==> src/irq_pkg.sv <==
package irq_pkg;

    //////////////////////////////////////////////////
    // Bus geometry
    //////////////////////////////////////////////////
    localparam int WB_ADDR_W = 3;
    localparam int WB_DATA_W = 8;

    // Register map
    localparam logic [WB_ADDR_W-1:0] REG_EXTI_CFG    = 3'd0;
    localparam logic [WB_ADDR_W-1:0] REG_TIMER_CFG   = 3'd1;
    localparam logic [WB_ADDR_W-1:0] REG_TIMER_LIM_L = 3'd2;
    localparam logic [WB_ADDR_W-1:0] REG_TIMER_LIM_H = 3'd3;
    localparam logic [WB_ADDR_W-1:0] REG_IRQ_STATUS  = 3'd4;

    //////////////////////////////////////////////////
    // External interrupt config byte
    //////////////////////////////////////////////////
    localparam int EXTI_EN_BIT       = 7;
    localparam int EXTI_SENSE_LSB    = 5;
    localparam int EXTI_SENSE_W      = 2;
    localparam int EXTI_DEBOUNCE_BIT = 4;

    // Sense codes, code 3 acts as change
    localparam logic [EXTI_SENSE_W-1:0] SENSE_RISING  = 2'd0;
    localparam logic [EXTI_SENSE_W-1:0] SENSE_FALLING = 2'd1;
    localparam logic [EXTI_SENSE_W-1:0] SENSE_CHANGE  = 2'd2;

    //////////////////////////////////////////////////
    // Timer config byte
    //////////////////////////////////////////////////
    localparam int TMR_EN_BIT     = 7;
    localparam int TMR_MODE_BIT   = 6;
    localparam int TMR_PRESCALE_W = 3;
    localparam int TIMER_W        = 16;

    // Interrupt sources, bit positions in pending and clear masks
    localparam int IRQ_SRC_N = 2;
    localparam int IRQ_EXTI  = 0;
    localparam int IRQ_TIMER = 1;

    localparam logic [TIMER_W-1:0] TIMER_LIMIT_DEFAULT = '1;

    // Limit word, seen whole by the timer and bytewise by the bus
    typedef union packed {
        logic [TIMER_W-1:0]                          word;
        logic [TIMER_W/WB_DATA_W-1:0][WB_DATA_W-1:0] bytes;
    } timer_limit_u;

endpackage
==> src/irq_cfg_if.sv <==
`timescale 1ns/1ps

interface irq_cfg_if;
    import irq_pkg::*;

    // External pin setup
    logic                      exti_en;
    logic [EXTI_SENSE_W-1:0]   exti_sense;
    logic                      exti_debounce;

    // Timer setup
    logic                      tmr_en;
    logic                      tmr_mode;
    logic [TMR_PRESCALE_W-1:0] tmr_prescale;
    timer_limit_u              tmr_limit;

    // Status path
    logic [IRQ_SRC_N-1:0]      clear_mask;
    logic [IRQ_SRC_N-1:0]      pending;

    modport regs (
        output exti_en, exti_sense, exti_debounce,
        output tmr_en, tmr_mode, tmr_prescale, tmr_limit,
        output clear_mask,
        input  pending
    );

    modport exti (input exti_en, exti_sense, exti_debounce);

    modport timer (input tmr_en, tmr_mode, tmr_prescale, tmr_limit);

    modport arbiter (
        input  clear_mask,
        output pending
    );

endinterface

==> src/irq_unit_top.sv <==
`timescale 1ns/1ps

module irq_unit_top #(
    parameter int DEBOUNCE_CYCLES = 4
) (
    input  logic                                   clk,
    input  logic                                   rst_n,
    // Wishbone slave
    input  logic                                   wb_cyc,
    input  logic                                   wb_stb,
    input  logic                                   wb_we,
    input  logic [irq_pkg::WB_ADDR_W-1:0]          wb_adr,
    input  logic [irq_pkg::WB_DATA_W-1:0]          wb_dat_w,
    output logic [irq_pkg::WB_DATA_W-1:0]          wb_dat_r,
    output logic                                   wb_ack,
    // External interrupt pin
    input  logic                                   exti_pin,
    // Interrupt outputs
    output logic                                   irq,
    output logic [$clog2(irq_pkg::IRQ_SRC_N)-1:0]  irq_id
);

    logic exti_req;
    logic tmr_req;

    irq_cfg_if cfg_if ();

    //////////////////////////////////////////////////
    // Configuration and status registers
    //////////////////////////////////////////////////
    irq_config_regs u_regs (
        .clk      (clk),
        .rst_n    (rst_n),
        .wb_cyc   (wb_cyc),
        .wb_stb   (wb_stb),
        .wb_we    (wb_we),
        .wb_adr   (wb_adr),
        .wb_dat_w (wb_dat_w),
        .wb_dat_r (wb_dat_r),
        .wb_ack   (wb_ack),
        .cfg      (cfg_if.regs)
    );

    // Interrupt sources
    exti_detect #(
        .DEBOUNCE_CYCLES (DEBOUNCE_CYCLES)
    ) u_exti (
        .clk   (clk),
        .rst_n (rst_n),
        .pin   (exti_pin),
        .cfg   (cfg_if.exti),
        .req   (exti_req)
    );

    timer_irq u_timer (
        .clk   (clk),
        .rst_n (rst_n),
        .cfg   (cfg_if.timer),
        .req   (tmr_req)
    );

    // Merge into one pending view
    irq_arbiter u_arbiter (
        .clk      (clk),
        .rst_n    (rst_n),
        .exti_req (exti_req),
        .tmr_req  (tmr_req),
        .cfg      (cfg_if.arbiter),
        .irq      (irq),
        .irq_id   (irq_id)
    );

endmodule

==> src/irq_arbiter.sv <==
`timescale 1ns/1ps

module irq_arbiter (
    input  logic                                   clk,
    input  logic                                   rst_n,
    input  logic                                   exti_req,
    input  logic                                   tmr_req,
    irq_cfg_if.arbiter                             cfg,
    output logic                                   irq,
    output logic [$clog2(irq_pkg::IRQ_SRC_N)-1:0]  irq_id
);
    import irq_pkg::*;

    localparam int ID_W = $clog2(IRQ_SRC_N);

    logic [IRQ_SRC_N-1:0] req_vec;
    logic [IRQ_SRC_N-1:0] pending_q;

    // Request lines placed by source number
    always_comb begin
        req_vec            = '0;
        req_vec[IRQ_EXTI]  = exti_req;
        req_vec[IRQ_TIMER] = tmr_req;
    end

    //////////////////////////////////////////////////
    // Pending latches
    //////////////////////////////////////////////////

    // Request beats a clear of the same bit
    always_ff @(posedge clk) begin
        if (!rst_n) begin
            pending_q <= '0;
        end else begin
            pending_q <= (pending_q & ~cfg.clear_mask) | req_vec;
        end
    end

    assign cfg.pending = pending_q;
    assign irq         = |pending_q;

    // Lowest source number wins, so external goes first
    always_comb begin
        irq_id = '0;
        for (int i = IRQ_SRC_N - 1; i >= 0; i--) begin
            if (pending_q[i]) begin
                irq_id = ID_W'(i);
            end
        end
    end

endmodule

==> src/timer_irq.sv <==
`timescale 1ns/1ps

module timer_irq (
    input  logic      clk,
    input  logic      rst_n,
    irq_cfg_if.timer  cfg,
    output logic      req
);
    import irq_pkg::*;

    // Enough prescaler bits for the largest division
    localparam int PRE_W = (1 << TMR_PRESCALE_W) - 1;

    logic [PRE_W-1:0]   pre_q;
    logic [PRE_W-1:0]   pre_mask;
    logic               tick;
    logic [TIMER_W-1:0] cnt_q;
    logic [TIMER_W-1:0] wrap_at;
    logic               hit;
    logic               req_q;

    //////////////////////////////////////////////////
    // Prescaler
    //////////////////////////////////////////////////
    always_comb begin
        for (int i = 0; i < PRE_W; i++) begin
            pre_mask[i] = (i < cfg.tmr_prescale);
        end
    end

    // Tick once every 2^prescale clocks
    assign tick = ((pre_q & pre_mask) == pre_mask);

    always_ff @(posedge clk) begin
        if (!rst_n || !cfg.tmr_en) begin
            pre_q <= '0;
        end else begin
            pre_q <= pre_q + 1'b1;
        end
    end

    //////////////////////////////////////////////////
    // Counter
    //////////////////////////////////////////////////

    // Limit mode wraps at the limit word, overflow mode at all ones
    assign wrap_at = cfg.tmr_mode ? cfg.tmr_limit.word : '1;

    // Also catches a count left above a freshly lowered limit
    assign hit = (cnt_q >= wrap_at);

    always_ff @(posedge clk) begin
        if (!rst_n || !cfg.tmr_en) begin
            cnt_q <= '0;
            req_q <= 1'b0;
        end else begin
            req_q <= tick && hit;
            if (tick) begin
                if (hit) begin
                    cnt_q <= '0;
                end else begin
                    cnt_q <= cnt_q + 1'b1;
                end
            end
        end
    end

    assign req = req_q;

endmodule

==> src/exti_detect.sv <==
`timescale 1ns/1ps

module exti_detect #(
    parameter int DEBOUNCE_CYCLES = 4
) (
    input  logic     clk,
    input  logic     rst_n,
    input  logic     pin,
    irq_cfg_if.exti  cfg,
    output logic     req
);
    import irq_pkg::*;

    localparam int CNT_W = $clog2(DEBOUNCE_CYCLES + 1);
    localparam logic [CNT_W-1:0] CNT_MAX = CNT_W'(DEBOUNCE_CYCLES);

    logic [1:0]       sync_q;
    logic [CNT_W-1:0] db_cnt_q;
    logic             level_q;
    logic             level_d;
    logic             rise;
    logic             fall;
    logic             hit;
    logic             req_q;

    // Two-flop synchronizer
    always_ff @(posedge clk) begin
        if (!rst_n) begin
            sync_q <= '0;
        end else begin
            sync_q <= {sync_q[0], pin};
        end
    end

    //////////////////////////////////////////////////
    // Debounce
    //////////////////////////////////////////////////
    always_ff @(posedge clk) begin
        if (!rst_n) begin
            db_cnt_q <= '0;
        end else if (!cfg.exti_debounce || (sync_q[1] == level_q)) begin
            db_cnt_q <= '0;
        end else if (db_cnt_q != CNT_MAX) begin
            db_cnt_q <= db_cnt_q + 1'b1;
        end
    end

    // New level is taken once it has held long enough
    assign level_d = !cfg.exti_debounce  ? sync_q[1] :
                     (db_cnt_q == CNT_MAX) ? sync_q[1] : level_q;

    assign rise = level_d && !level_q;
    assign fall = !level_d && level_q;

    always_comb begin
        case (cfg.exti_sense)
            SENSE_RISING:  hit = rise;
            SENSE_FALLING: hit = fall;
            SENSE_CHANGE:  hit = rise || fall;
            // Unused code, treated as change
            default:       hit = rise || fall;
        endcase
    end

    // Edge register
    always_ff @(posedge clk) begin
        if (!rst_n) begin
            level_q <= 1'b0;
            req_q   <= 1'b0;
        end else begin
            level_q <= level_d;
            req_q   <= hit && cfg.exti_en;
        end
    end

    assign req = req_q;

endmodule

==> src/irq_config_regs.sv <==
`timescale 1ns/1ps

module irq_config_regs (
    input  logic                           clk,
    input  logic                           rst_n,
    input  logic                           wb_cyc,
    input  logic                           wb_stb,
    input  logic                           wb_we,
    input  logic [irq_pkg::WB_ADDR_W-1:0]  wb_adr,
    input  logic [irq_pkg::WB_DATA_W-1:0]  wb_dat_w,
    output logic [irq_pkg::WB_DATA_W-1:0]  wb_dat_r,
    output logic                           wb_ack,
    irq_cfg_if.regs                        cfg
);
    import irq_pkg::*;

    logic                  ack_q;
    logic                  bus_req;
    logic                  bus_wr;
    logic [WB_DATA_W-1:0]  exti_cfg_q;
    logic [WB_DATA_W-1:0]  tmr_cfg_q;
    timer_limit_u          limit_q;
    logic [IRQ_SRC_N-1:0]  clear_q;
    logic [WB_DATA_W-1:0]  rd_mux;
    logic [WB_DATA_W-1:0]  dat_r_q;

    // New request only, so ack drops for a cycle between transfers
    assign bus_req = wb_cyc && wb_stb && !ack_q;
    assign bus_wr  = bus_req && wb_we;

    //////////////////////////////////////////////////
    // Register writes
    //////////////////////////////////////////////////
    always_ff @(posedge clk) begin
        if (!rst_n) begin
            ack_q         <= 1'b0;
            clear_q       <= '0;
            exti_cfg_q    <= '0;
            tmr_cfg_q     <= '0;
            limit_q.word  <= TIMER_LIMIT_DEFAULT;
        end else begin
            ack_q   <= bus_req;
            // Clear strobe lasts one cycle
            clear_q <= '0;
            if (bus_wr) begin
                case (wb_adr)
                    REG_EXTI_CFG:    exti_cfg_q       <= wb_dat_w;
                    REG_TIMER_CFG:   tmr_cfg_q        <= wb_dat_w;
                    REG_TIMER_LIM_L: limit_q.bytes[0] <= wb_dat_w;
                    REG_TIMER_LIM_H: limit_q.bytes[1] <= wb_dat_w;
                    REG_IRQ_STATUS:  clear_q          <= wb_dat_w[IRQ_SRC_N-1:0];
                    default: ;
                endcase
            end
        end
    end

    //////////////////////////////////////////////////
    // Read path
    //////////////////////////////////////////////////
    always_comb begin
        case (wb_adr)
            REG_EXTI_CFG:    rd_mux = exti_cfg_q;
            REG_TIMER_CFG:   rd_mux = tmr_cfg_q;
            REG_TIMER_LIM_L: rd_mux = limit_q.bytes[0];
            REG_TIMER_LIM_H: rd_mux = limit_q.bytes[1];
            REG_IRQ_STATUS:  rd_mux = {{(WB_DATA_W - IRQ_SRC_N){1'b0}}, cfg.pending};
            default:         rd_mux = '0;
        endcase
    end

    // Captured with the request, valid while ack is high
    always_ff @(posedge clk) begin
        if (bus_req) begin
            dat_r_q <= rd_mux;
        end
    end

    assign wb_ack   = ack_q;
    assign wb_dat_r = dat_r_q;

    // Field decode toward the sources
    assign cfg.exti_en       = exti_cfg_q[EXTI_EN_BIT];
    assign cfg.exti_sense    = exti_cfg_q[EXTI_SENSE_LSB +: EXTI_SENSE_W];
    assign cfg.exti_debounce = exti_cfg_q[EXTI_DEBOUNCE_BIT];
    assign cfg.tmr_en        = tmr_cfg_q[TMR_EN_BIT];
    assign cfg.tmr_mode      = tmr_cfg_q[TMR_MODE_BIT];
    assign cfg.tmr_prescale  = tmr_cfg_q[TMR_PRESCALE_W-1:0];
    assign cfg.tmr_limit     = limit_q;
    assign cfg.clear_mask    = clear_q;

endmodule

==> config.mk <==
export PLATFORM = sky130hd
export DESIGN_NAME = irq_unit_top
export DESIGN_NICKNAME = d
export VERILOG_FILES = /design/src/irq_pkg.sv /design/src/irq_cfg_if.sv /design/src/irq_unit_top.sv /design/src/irq_arbiter.sv /design/src/timer_irq.sv /design/src/exti_detect.sv /design/src/irq_config_regs.sv
export SDC_FILE = /design/constraint.sdc
export NUM_CORES = 1
export LEC_CHECK = 0
export BUFFER_PORTS_ARGS = -buffer_cell sky130_fd_sc_hd__buf_4
export CORE_ASPECT_RATIO = 0.75
export CORE_MARGIN = 10
export CORE_UTILIZATION = 65
export DETAILED_ROUTE_END_ITERATION = 10
export PLACE_DENSITY = 0.85
export SKIP_LAST_GASP = 1
export SLEW_MARGIN = 20
export SYNTH_ARGS = -nofsm -noshare
export SYNTH_HDL_FRONTEND = slang
export SYNTH_HIERARCHICAL = 1
export SYNTH_SLANG_ARGS = --single-unit
==> constraint.sdc <==
create_clock -name clk -period 5.8 [get_ports clk]
set_clock_uncertainty 0.05 [all_clocks]
set_input_delay 0 -clock clk [delete_from_list [all_inputs] [get_ports clk]]
set_output_delay 0 -clock clk [all_outputs]
set_load 0.01 [all_outputs]
==> flow_summary.yaml <==
timing:
  slew_viol_final: 0
  setup_tns_ns: 0
  hold_slack_ns: 0.01915
  period_minus_slack_ns: 2.505
  final.period_utilization_pct: 43.19
  max_freq_mhz: 399.2
  finalHoldViolations: 0
  setup_viol: 0
  fin_ws_ns: 3.295
  rsz0062_at_grt: "false"
  max_slew.worst_pin.slew_ns: 0.7322
  slew_headroom_pct: 51.15
synthesis:
  yosysSeqAreaShare_pct: 40.04
  synth_top_family_by_area: "simple AND/OR/NAND/NOR gates"
  syn_area_per_cell_sq_um: 9.950
  yosys_warnings: 6
  synth-compound-area-share_pct: 6.662
  muxShareOfSynthArea_pct: 13.61
  synth_xor_area_share_pct: 4.598
  synth-seq-cells: 76
  synth_edf_count: 8
  yosys.area_share.simple_pct: 23.43
  synthCells: 402
  synth_fp_nets: 441
  synth.distinct_cells: 52
  async_flop_share_pct: 0
  synth-main-ff-cell: "dfxtp_1"
  synthAdderAreaFrac_pct: 6.881
  syn_area_sq_mm: 0.004000
clocking:
  cts.sinks: 76
  hold_buffers: 10
  htreeDepth: 3
  cts_resized: 0
  numCtsBuffers: 9
  cts_tree: "built"
  clockBufferDepth: 2
  root_buffer: "clkbuf_8"
  clk_pin_slew_ns: 0.08
  worst_skew_pair.late_latency_ns: 0.36
  postCtsSetupRepairBufs: 0
placed_design:
  dpl_worst_slack_ns: 3.345
  dpl_cell_area_sq_mm: 0.004143
  hpwl_um: 6133
  dp.cells: 485
  io_buffers: 27
  place_congestion: 0.8748
final_layout:
  finalNetCount: 467
  layout_commonest_cell: "dfxtp_1"
  fin_area_sq_mm: 0.004452
  mostFrequentLayoutCells: "dfxtp_1, nor2b_1, mux2i_1, nand2_1, buf_4"
  diodes: 0
  fill_cells: 415
  fin_util_pct: 75.64
  fin_cells: 511
  area.growth.synth_to_final_pct: 11.29
  drive_gt1_share_pct: 13.86
setup_path:
  cp-end-kind: "register"
  crit_buf_inv: 0
  cp.required_ns: 6.03
  cp.arrival_ns: 2.74
  path_max_fanout: 18
  ff2ff_setup_slack_ns: 3.29
  rr_startpoint: "u_regs/tmr_cfg_q[6]"
  reg2regPathDepth: 8
  critPathLaunchType: "register"
  cpPeakStageDelay_ns: 0.57
  crit_chain: "nor2b_1 -> ha_1 -> a21o_1 -> a211oi_1 -> o211ai_1 -> a31oi_1 -> o21bai_2 -> nor2_1"
  cpMaxStageDelayCell: "dfxtp_1"
  crit_family: "compound AO/OA/AOI/OAI gates"
  timing.rr.end: "u_timer/cnt_q[9]"
  worst-setup-path-type: "reg2reg"
global_routing:
  grt.total_usage_pct: 17.73
  antenna_found_initial: 0
  overflow: 0
  grt_max_degree: 61
  grt_pass1_vias: 2921
  grt_pass1_wl_um: 14120
hold_path:
  min_from: "wb_adr[1]"
  holdPathEnd: "u_regs/wb_dat_r[1]"
  hold_class: "in2reg"
  min_path_cells: 2
status:
  status: "finished clean"
detailed_routing:
  vias: 2991
  drt_iter0_drc: 173
  drc: 0
  drt-total-wl_um: 8587
  wl_per_cell_um: 16.80
  vias_per_cell: 5.853
  ant_nets: 0
  dr.pass1.iters: 5
floorplan:
  die_h_um: 87.94
  core_sq_mm: 0.005886
  dieArea_sq_mm: 0.009724
  io_pins: 28
  die_x_um: 110.6
  row_count: 24
  initial_core_util_pct: 67.96
run:
  max_cap_viol_count: 0
power:
  power_leakage_nw: 1.814
  powerDensity_mw_per_mm2: 227.0
  total_power_mw: 1.011
  ir_drop_mv: 0.1506
## state kept, by name, indices dropped and copies added, names as in the netlist
register / flops
u_arbiter/cfg.pending: 2
u_exti/db_cnt_q: 3
u_exti/level_q: 1
u_exti/req: 1
u_exti/sync_q: 2
u_regs/cfg.clear_mask: 2
u_regs/cfg.tmr_limit: 16
u_regs/exti_cfg_q: 8
u_regs/tmr_cfg_q: 8
u_regs/wb_ack: 1
u_regs/wb_dat_r: 8
u_timer/cnt_q: 16
u_timer/pre_q: 7
u_timer/req: 1
## area by class of cell
| type | count | area [sq um] | share of cell area, % |
|---|---|---|---|
| multi-input combinational | 295 | 2207 | 49.58 |
| sequential | 76 | 1602 | 35.98 |
| timing repair buffer | 37 | 302.8 | 6.802 |
| clock buffer | 14 | 193.9 | 4.356 |
| tap | 78 | 97.59 | 2.192 |
| inverter | 9 | 33.78 | 0.7589 |
| clock inverter | 2 | 15.01 | 0.3373 |
## worst reg2reg max path, stage by stage, from the launching register on
cell      delay (ns)
dfxtp_1         0.57
nor2b_1         0.20
ha_1            0.25
a21o_1          0.18
a211oi_1        0.33
o211ai_1        0.16
a31oi_1         0.24
o21bai_2        0.27
nor2_1          0.19
## cell families after synthesis
group | after synthesis
simple gates | 170
fa+ha+maj | 22
compound gates | 37
buf+inv | 31
xor+xnor | 21
mux | 45
flops | 76
## power breakdown
part           leakage [nW]  total, mW  switching [mW]  internal, mW
sequential            0.626      0.539         0.00313         0.536
clock                 0.100      0.411           0.194         0.217
combinational          1.09     0.0606          0.0304        0.0303
## worst max path at each step
stage | start | endpoint | depth (start not counted)
CTS | u_regs/tmr_cfg_q[6] | u_timer/cnt_q[9] | 8
global placement | u_regs/tmr_cfg_q[6] | u_timer/cnt_q[15] | 8
floorplan | u_regs/tmr_cfg_q[6] | u_timer/cnt_q[11] | 10
finish | u_regs/tmr_cfg_q[6] | u_timer/cnt_q[9] | 8
detailed placement | u_regs/tmr_cfg_q[6] | u_timer/cnt_q[1] | 8
global route | u_regs/tmr_cfg_q[6] | u_timer/cnt_q[6] | 8
## metal layers
layer  vias up  wire (um)  track usage (%)
li1       1449          -                -
met1      1434       3983            21.72
met2        98       3999            29.75
met3        10        502            5.669
met4         0        101            4.717
met5         -          0                0
## Yosys cell counts (2+ instances only)
cell type | number | area share [%]
a21oi_1 | 5 | 0.63
nor3_1 | 6 | 0.75
dfxtp_1 | 68 | 34
and3_1 | 2 | 0.31
nor2b_1 | 42 | 6.6
inv_1 | 9 | 0.84
o21a_1 | 5 | 0.94
nor2_2 | 4 | 0.63
nand2_1 | 36 | 3.4
ha_1 | 22 | 6.9
edfxtp_1 | 8 | 6.0
mux2_2 | 3 | 0.84
buf_4 | 9 | 1.7
a21boi_0 | 2 | 0.38
nand2b_1 | 3 | 0.47
nor4_1 | 5 | 0.78
nand3_1 | 13 | 1.6
clkbuf_1 | 5 | 0.47
mux2i_1 | 36 | 9.0
o22ai_1 | 2 | 0.31
a31oi_1 | 3 | 0.47
and3b_1 | 4 | 0.88
and2_1 | 14 | 2.2
a211oi_1 | 5 | 0.94
o211ai_1 | 2 | 0.38
o21ai_0 | 4 | 0.50
xnor2_1 | 17 | 3.7
buf_2 | 3 | 0.38
nand4_1 | 6 | 0.94
mux4_1 | 4 | 2.6
buf_6 | 5 | 1.4
nor2_1 | 24 | 2.3
mux4_2 | 2 | 1.1
and4_1 | 2 | 0.44
xor2_1 | 4 | 0.88
a21o_1 | 2 | 0.38
No activity file was read; power rests on OpenSTA's default activity.
